--- config.mk ---
export PLATFORM = sky130hd
export DESIGN_NAME = corr_top
export DESIGN_NICKNAME = d
export VERILOG_FILES = /design/src/corr_pkg.sv /design/src/hilbert_delay.sv /design/src/bank_control.sv /design/src/correlator_block.sv /design/src/visibility_bus.sv /design/src/corr_top.sv
export SDC_FILE = /design/constraint.sdc
export NUM_CORES = 1
export LEC_CHECK = 0
export BUFFER_PORTS_ARGS = -buffer_cell sky130_fd_sc_hd__buf_2
export CAP_MARGIN = 0
export CORE_MARGIN = 2
export CORE_UTILIZATION = 35
export CTS_CLUSTER_SIZE = 10
export DETAILED_ROUTE_END_ITERATION = 10
export GPL_TIMING_DRIVEN = 0
export SYNTH_ARGS = -nofsm -noshare
export SYNTH_HDL_FRONTEND = slang
export SYNTH_HIERARCHICAL = 1
export SYNTH_SLANG_ARGS = --single-unit
--- constraint.sdc ---
create_clock -name clk_i -period 10.8 [get_ports clk_i]
set_input_delay 1.08 -clock clk_i [delete_from_list [all_inputs] [get_ports clk_i]]
set_output_delay 1.08 -clock clk_i [all_outputs]
set_load 0.01 [all_outputs]
--- src/corr_pkg.sv ---
package corr_pkg;

   // ----------------------------------------------------------
   // Array and bus dimensions
   // ----------------------------------------------------------
   localparam int NANT      = 4;  // Antennas, one bit each
   localparam int NPAIR_BLK = 3;  // Baselines per correlator block
   localparam int ADDR_BITS = 5;  // Bus word address
   localparam int DATA_BITS = 16; // Bus data word

   // Antenna pair of one baseline
   typedef struct packed {
      logic [1:0] a;              // First antenna, real part only
      logic [1:0] b;              // Second antenna, real or imaginary
   } pair_t;

   // Block 0 owns entries 0..2, block 1 owns entries 3..5
   localparam pair_t PAIR_TABLE [6] = '{
      '{2'd0, 2'd1},
      '{2'd0, 2'd2},
      '{2'd0, 2'd3},
      '{2'd1, 2'd2},
      '{2'd1, 2'd3},
      '{2'd2, 2'd3}
   };

   // Unit select, taken from address bits 4:3 (value 3 maps to nothing)
   typedef enum logic [1:0] {
      UNIT_BLK0 = 2'd0,
      UNIT_BLK1 = 2'd1,
      UNIT_SYS  = 2'd2
   } unit_e;

   // ----------------------------------------------------------
   // Register bus, single master
   // ----------------------------------------------------------
   typedef struct packed {
      logic                 cyc;
      logic                 stb;  // One cycle per access
      logic                 we;
      logic [ADDR_BITS-1:0] adr;
      logic [DATA_BITS-1:0] dat;
   } bus_req_t;

   typedef struct packed {
      logic                 ack;  // Two cycles after the strobe
      logic [DATA_BITS-1:0] dat;  // Held until the next read ack
   } bus_rsp_t;

   // Hilbert stage output
   typedef struct packed {
      logic [NANT-1:0] re;
      logic [NANT-1:0] im;        // Quadrature estimate
   } samp_t;

endpackage

--- src/hilbert_delay.sv ---
module hilbert_delay (
   input  logic                      clk_i,
   input  logic                      sw_d,      // Async reset, active high
   input  logic                      strobe_i,  // antenna_i is valid
   input  logic                      enable_i,  // Acquisition enabled
   input  logic [corr_pkg::NANT-1:0] antenna_i, // Real bit of each antenna
   output corr_pkg::samp_t           samp_o,
   output logic                      go_o       // One pulse per valid sample
);

   logic                      accept;           // Sample taken this cycle
   logic                      active;           // Previous sample exists
   logic [corr_pkg::NANT-1:0] prev;             // Last accepted sample

   assign accept = strobe_i && enable_i;

   // Control state
   always_ff @(posedge clk_i or posedge sw_d) begin
      if (sw_d) begin
         active <= 1'b0;
         go_o   <= 1'b0;
      end else begin
         go_o <= accept;                        // Sample lands in samp_o with go
         if (!enable_i)     active <= 1'b0;     // History dropped on disable
         else if (strobe_i) active <= 1'b1;
      end
   end

   // Sample path
   // Stand-in quadrature: the antenna's previous sample, zero when none
   always_ff @(posedge clk_i) begin
      if (accept) begin
         samp_o.re <= antenna_i;
         samp_o.im <= active ? prev : '0;
         prev      <= antenna_i;
      end
   end

endmodule

--- src/bank_control.sv ---
module bank_control #(
   parameter int ACCUM_BITS = 16              // Width of the block counter
) (
   input  logic                           clk_i,
   input  logic                           sw_d,        // Async reset
   input  logic                           go_i,        // Valid sample pulse
   input  logic [corr_pkg::DATA_BITS-1:0] blocksize_i, // Samples per block - 1
   output logic                           swap_o,      // Freeze counts now
   output logic                           switch_o     // Bank switched
);

   // ----------------------------------------------------------
   // Block sample counter
   // ----------------------------------------------------------
   logic [ACCUM_BITS-1:0] blk_cnt;             // Samples so far in block
   logic [ACCUM_BITS-1:0] blk_last;            // Index of the last sample
   logic                  wrap;

   // A block longer than the counters can hold would overflow anyway
   assign blk_last = ACCUM_BITS'(blocksize_i);
   assign wrap     = (blk_cnt == blk_last);

   // Swap on the go that completes the block, same cycle
   assign swap_o = go_i && wrap;

   always_ff @(posedge clk_i or posedge sw_d) begin
      if (sw_d) begin
         blk_cnt <= '0;
      end else if (go_i) begin
         // Only reset restarts it, so blocks stay sample-aligned
         blk_cnt <= wrap ? '0 : blk_cnt + 1'b1;
      end
   end

   // ----------------------------------------------------------
   // Switch pulse, one cycle behind swap
   // ----------------------------------------------------------
   always_ff @(posedge clk_i or posedge sw_d) begin
      if (sw_d) switch_o <= 1'b0;
      else      switch_o <= swap_o;
   end

endmodule

--- src/correlator_block.sv ---
module correlator_block #(
   parameter int ACCUM_BITS = 16,             // Counter width
   parameter int BASE       = 0               // First entry in PAIR_TABLE
) (
   input  logic                           clk_i,
   input  logic                           sw_d,     // Async reset
   input  logic                           go_i,     // Valid sample
   input  corr_pkg::samp_t                samp_i,
   input  logic                           swap_i,   // Freeze and restart
   input  logic                           stb_i,    // Unit selected for read
   input  logic [2:0]                     word_i,   // {pair, sin/cos}
   output logic [corr_pkg::DATA_BITS-1:0] rd_dat_o
);

   localparam int NP = corr_pkg::NPAIR_BLK;
   localparam int DW = corr_pkg::DATA_BITS;

   // Working and frozen banks
   logic [ACCUM_BITS-1:0] cos_w [NP];
   logic [ACCUM_BITS-1:0] sin_w [NP];
   logic [ACCUM_BITS-1:0] cos_f [NP];
   logic [ACCUM_BITS-1:0] sin_f [NP];
   logic [ACCUM_BITS-1:0] rd_word;             // Selected frozen count
   logic [1:0]            rd_pair;

   // ----------------------------------------------------------
   // One cosine and one sine counter per baseline
   // ----------------------------------------------------------
   for (genvar p = 0; p < NP; p++) begin : g_pair
      localparam corr_pkg::pair_t PR = corr_pkg::PAIR_TABLE[BASE+p];

      logic                  agree_c;           // re(a) == re(b)
      logic                  agree_s;           // re(a) == im(b)
      logic [ACCUM_BITS-1:0] inc_c;
      logic [ACCUM_BITS-1:0] inc_s;

      assign agree_c = samp_i.re[PR.a] ~^ samp_i.re[PR.b];
      assign agree_s = samp_i.re[PR.a] ~^ samp_i.im[PR.b];
      assign inc_c   = ACCUM_BITS'(go_i && agree_c);
      assign inc_s   = ACCUM_BITS'(go_i && agree_s);

      always_ff @(posedge clk_i or posedge sw_d) begin
         if (sw_d) begin
            cos_w[p] <= '0;
            sin_w[p] <= '0;
            cos_f[p] <= '0;                     // Frozen bank reads zero
            sin_f[p] <= '0;
         end else if (swap_i) begin
            cos_f[p] <= cos_w[p] + inc_c;       // Include the completing sample
            sin_f[p] <= sin_w[p] + inc_s;
            cos_w[p] <= '0;
            sin_w[p] <= '0;
         end else begin
            cos_w[p] <= cos_w[p] + inc_c;
            sin_w[p] <= sin_w[p] + inc_s;
         end
      end
   end

   // ----------------------------------------------------------
   // Word readout from the frozen bank
   // ----------------------------------------------------------
   assign rd_pair = word_i[2:1];

   always_comb begin
      rd_word = '0;                             // Words 6 and 7, or unselected
      if (stb_i && (rd_pair < NP)) begin
         if (word_i[0]) rd_word = sin_f[rd_pair];
         else           rd_word = cos_f[rd_pair];
      end
   end

   assign rd_dat_o = DW'(rd_word);              // Zero-extend or truncate

endmodule

--- src/visibility_bus.sv ---
module visibility_bus (
   input  logic                           clk_i,
   input  logic                           sw_d,        // Async reset
   input  corr_pkg::bus_req_t             bus_req_i,
   input  logic                           swap_i,      // Block completed
   input  logic [corr_pkg::DATA_BITS-1:0] rd_dat0_i,   // From block 0
   input  logic [corr_pkg::DATA_BITS-1:0] rd_dat1_i,   // From block 1
   output corr_pkg::bus_rsp_t             bus_rsp_o,
   output logic [1:0]                     blk_stb_o,   // One-hot block strobes
   output logic [2:0]                     word_o,      // Word within unit
   output logic                           enable_o,
   output logic [corr_pkg::DATA_BITS-1:0] blocksize_o  // Block size - 1
);

   localparam int DW = corr_pkg::DATA_BITS;

   typedef enum logic [1:0] {BUS_IDLE, BUS_READ, BUS_WRITE} bus_state_e;

   bus_state_e      state;
   corr_pkg::unit_e unit_q;                    // Decoded on the strobe
   logic [DW-1:0]   wdat_q;
   logic [DW-1:0]   nblocks;                   // Completed blocks
   logic [DW-1:0]   sys_dat;
   logic [DW-1:0]   rd_mux;
   logic            req;

   assign req = bus_req_i.cyc && bus_req_i.stb;

   // ----------------------------------------------------------
   // Decode stage, registered on the strobe
   // ----------------------------------------------------------
   always_ff @(posedge clk_i or posedge sw_d) begin
      if (sw_d) begin
         state     <= BUS_IDLE;
         unit_q    <= corr_pkg::UNIT_BLK0;
         word_o    <= '0;
         wdat_q    <= '0;
         blk_stb_o <= '0;
      end else begin
         blk_stb_o <= '0;
         if (state == BUS_IDLE && req) begin
            state     <= bus_req_i.we ? BUS_WRITE : BUS_READ;
            unit_q    <= corr_pkg::unit_e'(bus_req_i.adr[4:3]);
            word_o    <= bus_req_i.adr[2:0];
            wdat_q    <= bus_req_i.dat;
            blk_stb_o <= 2'b01 << bus_req_i.adr[3] & {2{!bus_req_i.adr[4]}};
         end else begin
            state <= BUS_IDLE;                  // Access takes one cycle here
         end
      end
   end

   // System register read side
   always_comb begin
      case (word_o)
         3'd0:    sys_dat = blocksize_o;
         3'd1:    sys_dat = DW'(enable_o);
         3'd2:    sys_dat = nblocks;
         default: sys_dat = '0;
      endcase
   end

   // Read data select
   always_comb begin
      case (unit_q)
         corr_pkg::UNIT_BLK0: rd_mux = rd_dat0_i;
         corr_pkg::UNIT_BLK1: rd_mux = rd_dat1_i;
         corr_pkg::UNIT_SYS:  rd_mux = sys_dat;
         default:             rd_mux = '0;      // Unit 3 unmapped
      endcase
   end

   // ----------------------------------------------------------
   // Response stage and system registers
   // ----------------------------------------------------------
   always_ff @(posedge clk_i or posedge sw_d) begin
      if (sw_d) begin
         bus_rsp_o   <= '0;
         enable_o    <= 1'b0;
         blocksize_o <= DW'(3);
         nblocks     <= '0;
      end else begin
         bus_rsp_o.ack <= (state != BUS_IDLE);
         if (state == BUS_READ) bus_rsp_o.dat <= rd_mux;   // Held otherwise
         if (state == BUS_WRITE && unit_q == corr_pkg::UNIT_SYS) begin
            if (word_o == 3'd0) blocksize_o <= wdat_q;
            if (word_o == 3'd1) enable_o    <= wdat_q[0];
         end
         if (swap_i) nblocks <= nblocks + 1'b1; // Wraps at 16 bits
      end
   end

endmodule

--- src/corr_top.sv ---
module corr_top #(
   parameter int ACCUM_BITS = 16              // Visibility counter width
) (
   input  logic                      clk_i,
   input  logic                      sw_d,      // Async reset, active high
   input  corr_pkg::bus_req_t        bus_req_i,
   input  logic                      strobe_i,
   input  logic [corr_pkg::NANT-1:0] antenna_i,
   output corr_pkg::bus_rsp_t        bus_rsp_o,
   output logic                      switch_o   // Pulses after each block
);

   // ----------------------------------------------------------
   // Internal nets
   // ----------------------------------------------------------
   corr_pkg::samp_t                samp;
   logic                           go;
   logic                           swap;
   logic                           enable;
   logic [corr_pkg::DATA_BITS-1:0] blocksize;
   logic [1:0]                     blk_stb;
   logic [2:0]                     word;
   logic [corr_pkg::DATA_BITS-1:0] rd_dat0;
   logic [corr_pkg::DATA_BITS-1:0] rd_dat1;

   // Quadrature estimate and sample pulse
   hilbert_delay u_hilb (
      .clk_i     (clk_i),
      .sw_d      (sw_d),
      .strobe_i  (strobe_i),
      .enable_i  (enable),
      .antenna_i (antenna_i),
      .samp_o    (samp),
      .go_o      (go)
   );

   bank_control #(.ACCUM_BITS(ACCUM_BITS)) u_bank (
      .clk_i       (clk_i),
      .sw_d        (sw_d),
      .go_i        (go),
      .blocksize_i (blocksize),
      .swap_o      (swap),
      .switch_o    (switch_o)
   );

   // Baselines (0,1) (0,2) (0,3)
   correlator_block #(.ACCUM_BITS(ACCUM_BITS), .BASE(0)) u_blk0 (
      .clk_i    (clk_i),
      .sw_d     (sw_d),
      .go_i     (go),
      .samp_i   (samp),
      .swap_i   (swap),
      .stb_i    (blk_stb[0]),
      .word_i   (word),
      .rd_dat_o (rd_dat0)
   );

   // Baselines (1,2) (1,3) (2,3)
   correlator_block #(.ACCUM_BITS(ACCUM_BITS), .BASE(3)) u_blk1 (
      .clk_i    (clk_i),
      .sw_d     (sw_d),
      .go_i     (go),
      .samp_i   (samp),
      .swap_i   (swap),
      .stb_i    (blk_stb[1]),
      .word_i   (word),
      .rd_dat_o (rd_dat1)
   );

   visibility_bus u_bus (
      .clk_i       (clk_i),
      .sw_d        (sw_d),
      .bus_req_i   (bus_req_i),
      .swap_i      (swap),
      .rd_dat0_i   (rd_dat0),
      .rd_dat1_i   (rd_dat1),
      .bus_rsp_o   (bus_rsp_o),
      .blk_stb_o   (blk_stb),
      .word_o      (word),
      .enable_o    (enable),
      .blocksize_o (blocksize)
   );

endmodule

==> results.json <==
{
  "outcome": "finished, final reports clean",
  "port_buffers": 48,
  "cts.clk_slew.worst_paths_ps": 60,
  "rows": 93,
  "track_usage": 0.1865,
  "critical_path_required_ps": 11260,
  "p_leak_nw": 11.15,
  "syn_inst": 2293,
  "holdBufCountCts": 0,
  "first_pass_iters": 7,
  "wl_per_cell_um": 18.77,
  "avgSynthCellArea_um2": 9.840,
  "place_congestion": 0.9625,
  "crit_path_top_delay_cell": "clkbuf_1",
  "cp.arrival_ps": 4210,
  "irDropWorstVdd_v": 0.0001364,
  "critPathBufInv": 4,
  "fin_skew_ps": 51.48,
  "slew_headroom": 0.3410,
  "clk_latency_ps": 620,
  "preCtsSetupSlack_ps": 7101,
  "worstSetupStartpointType": "register",
  "core_area_um2": 64120,
  "via_count": 17117,
  "totalPowerFinal_mw": 5.120,
  "drv_slew": 0,
  "clockBufferDepth": 3,
  "synth_warnings": 6,
  "cpMostUsedCell": "clkbuf_1",
  "crit_type": "register to register",
  "drt_iter0_markers": 1639,
  "power-per-cell-area_nw_per_um2": 199.9,
  "maxCapViolCount": 0,
  "setup_violations": 0,
  "grt_pass1_vias": 17283,
  "grt_setup_unrepaired": "no",
  "cts.htree.levels": 2,
  "fin_crit_sh": 0.3475,
  "fillers": 6302,
  "cts-root-buf": "clkbuf_16",
  "drt_wl_total_mm": 61.68,
  "cts_tree": "yes",
  "cp_max_fo": 16,
  "area_delta_synth_final_pct": 13.53,
  "antenna_found_initial": 0,
  "antenna_left": 0,
  "cts_made_buffers": 57,
  "n_antenna_cell": 0,
  "worstHoldPathType": "primary input to asynchronous set/reset pin",
  "cts.sinks": 485,
  "die-area_um2": 66510,
  "final.min_clock_period_ps": 3753,
  "fin_nets": 2464,
  "setup_slack_ps": 7047,
  "grt_overflow": 0,
  "fmax_ghz": 0.2665,
  "tightest_slew_ps": 979.5,
  "ios": 49,
  "netlist_area_um2": 22560,
  "path_cells": "xnor2_1 -> nand4_1 -> nor4_4 -> and2_1 -> buf_6 -> clkbuf_1 -> clkbuf_1 -> clkbuf_1 -> nor2_1",
  "dieHeight_um": 257.9,
  "endpoint_kind": "register",
  "max_stage_delay_ps": 680,
  "grt_max_degree": 134,
  "critical_path.top_delay_family": "buffers and inverters",
  "die_x_um": 257.9,
  "hold_violations": 0,
  "cts_resized": 0,
  "tns_ps": 0,
  "grt_pass1_wl_mm": 97.93,
  "drc_errors": 0,
  "dpl.hpwl_mm": 45.78,
  "synthesis.nets": 2354,
  "drive_gt1_frac": 0.08392,
  "start_util": 0.3519,
  "cts_setup_buffers": 0,
  "routed_via_density": 5.209
}
-- through the flow --
step | utilization | hold slack (ps) | cells | cell area (um^2)
floorplan | - | 440.1 | 2293 | 22560
global placement | 0.3723 | 464.8 | 3196 | 23870
detailed placement | 0.3739 | 463.9 | 3199 | 23970
CTS | 0.3995 | 430.1 | 3286 | 25620
global route | 0.3995 | 466.5 | 3286 | 25620
finish | 0.3995 | 470.8 | 3286 | 25620
-- sequential cells by signal, summed over array words and instances (netlist names), 4 cells and up --
| register | flops |
|---|---|
| u_blk0/cos_f | 48 |
| u_blk0/cos_w | 48 |
| u_blk0/sin_f | 48 |
| u_blk0/sin_w | 48 |
| u_blk1/cos_f | 48 |
| u_blk1/cos_w | 48 |
| u_blk1/sin_f | 48 |
| u_blk1/sin_w | 48 |
| u_bus/bus_rsp_o | 17 |
| u_bank/blk_cnt | 16 |
| u_bus/blocksize_o | 16 |
| u_bus/nblocks | 16 |
| u_bus/wdat_q | 16 |
| u_hilb/prev | 4 |
-- layout make-up --
type	instances	area, um^2	share of cell area
inverter	40	167.7	0.006545
clock inverter	7	80.08	0.003126
buffer	125	514.2	0.02008
multi-input combinational	1643	9724	0.3796
tap	855	1070	0.04176
clock buffer	80	1563	0.06101
timing repair buffer	51	322.8	0.01260
sequential	485	12170	0.4753
-- cells in the final DEF (no fill, tap or decap), drive strengths merged, types with 60 or more instances in the layout --
cell	count
nor2	464
nand2	160
clkbuf	178
nand4	60
a211oi	60
buf	78
a21oi	169
xnor2	165
nand3	62
dfrtp	476
-- power breakdown --
| group | internal (mW) | leakage [nW] | switching (mW) |
|---|---|---|---|
| Combinational | 0.358 | 3.82 | 0.538 |
| Clock | 0.993 | 0.791 | 0.722 |
| Sequential | 2.20 | 6.54 | 0.308 |
| Total | 3.55 | 11.1 | 1.57 |
-- layer usage --
metal	GRT usage	vias to the layer above	wire, um
met2	0.3033	435	28890
li1	-	8084	-
met5	0	-	0
met1	0.2556	8510	27860
met4	0.05572	0	1595
met3	0.03170	88	3332
-- final timing paths --
path	startpoint	endpoint	slack, ps	cells after the start
min reg2reg	u_bus/nblocks[15]$_DFFE_PP0P_	u_bus/nblocks[15]$_DFFE_PP0P_	470	1
min in group clk_i	u_bus/nblocks[15]$_DFFE_PP0P_	u_bus/nblocks[15]$_DFFE_PP0P_	470	1
max	u_bank/blk_cnt[7]$_DFFE_PP0P_	u_blk0/cos_w[13]$_DFF_PP0_	7050	9
max in group asynchronous	sw_d	u_blk0/sin_w[8]$_DFF_PP0_	9140	3
min	sw_d	u_hilb/go_o$_DFF_PP0_	470	2
max reg2reg	u_bank/blk_cnt[7]$_DFFE_PP0P_	u_blk0/cos_w[13]$_DFF_PP0_	7050	9
Note: power is estimated with default switching activity, not from simulation.
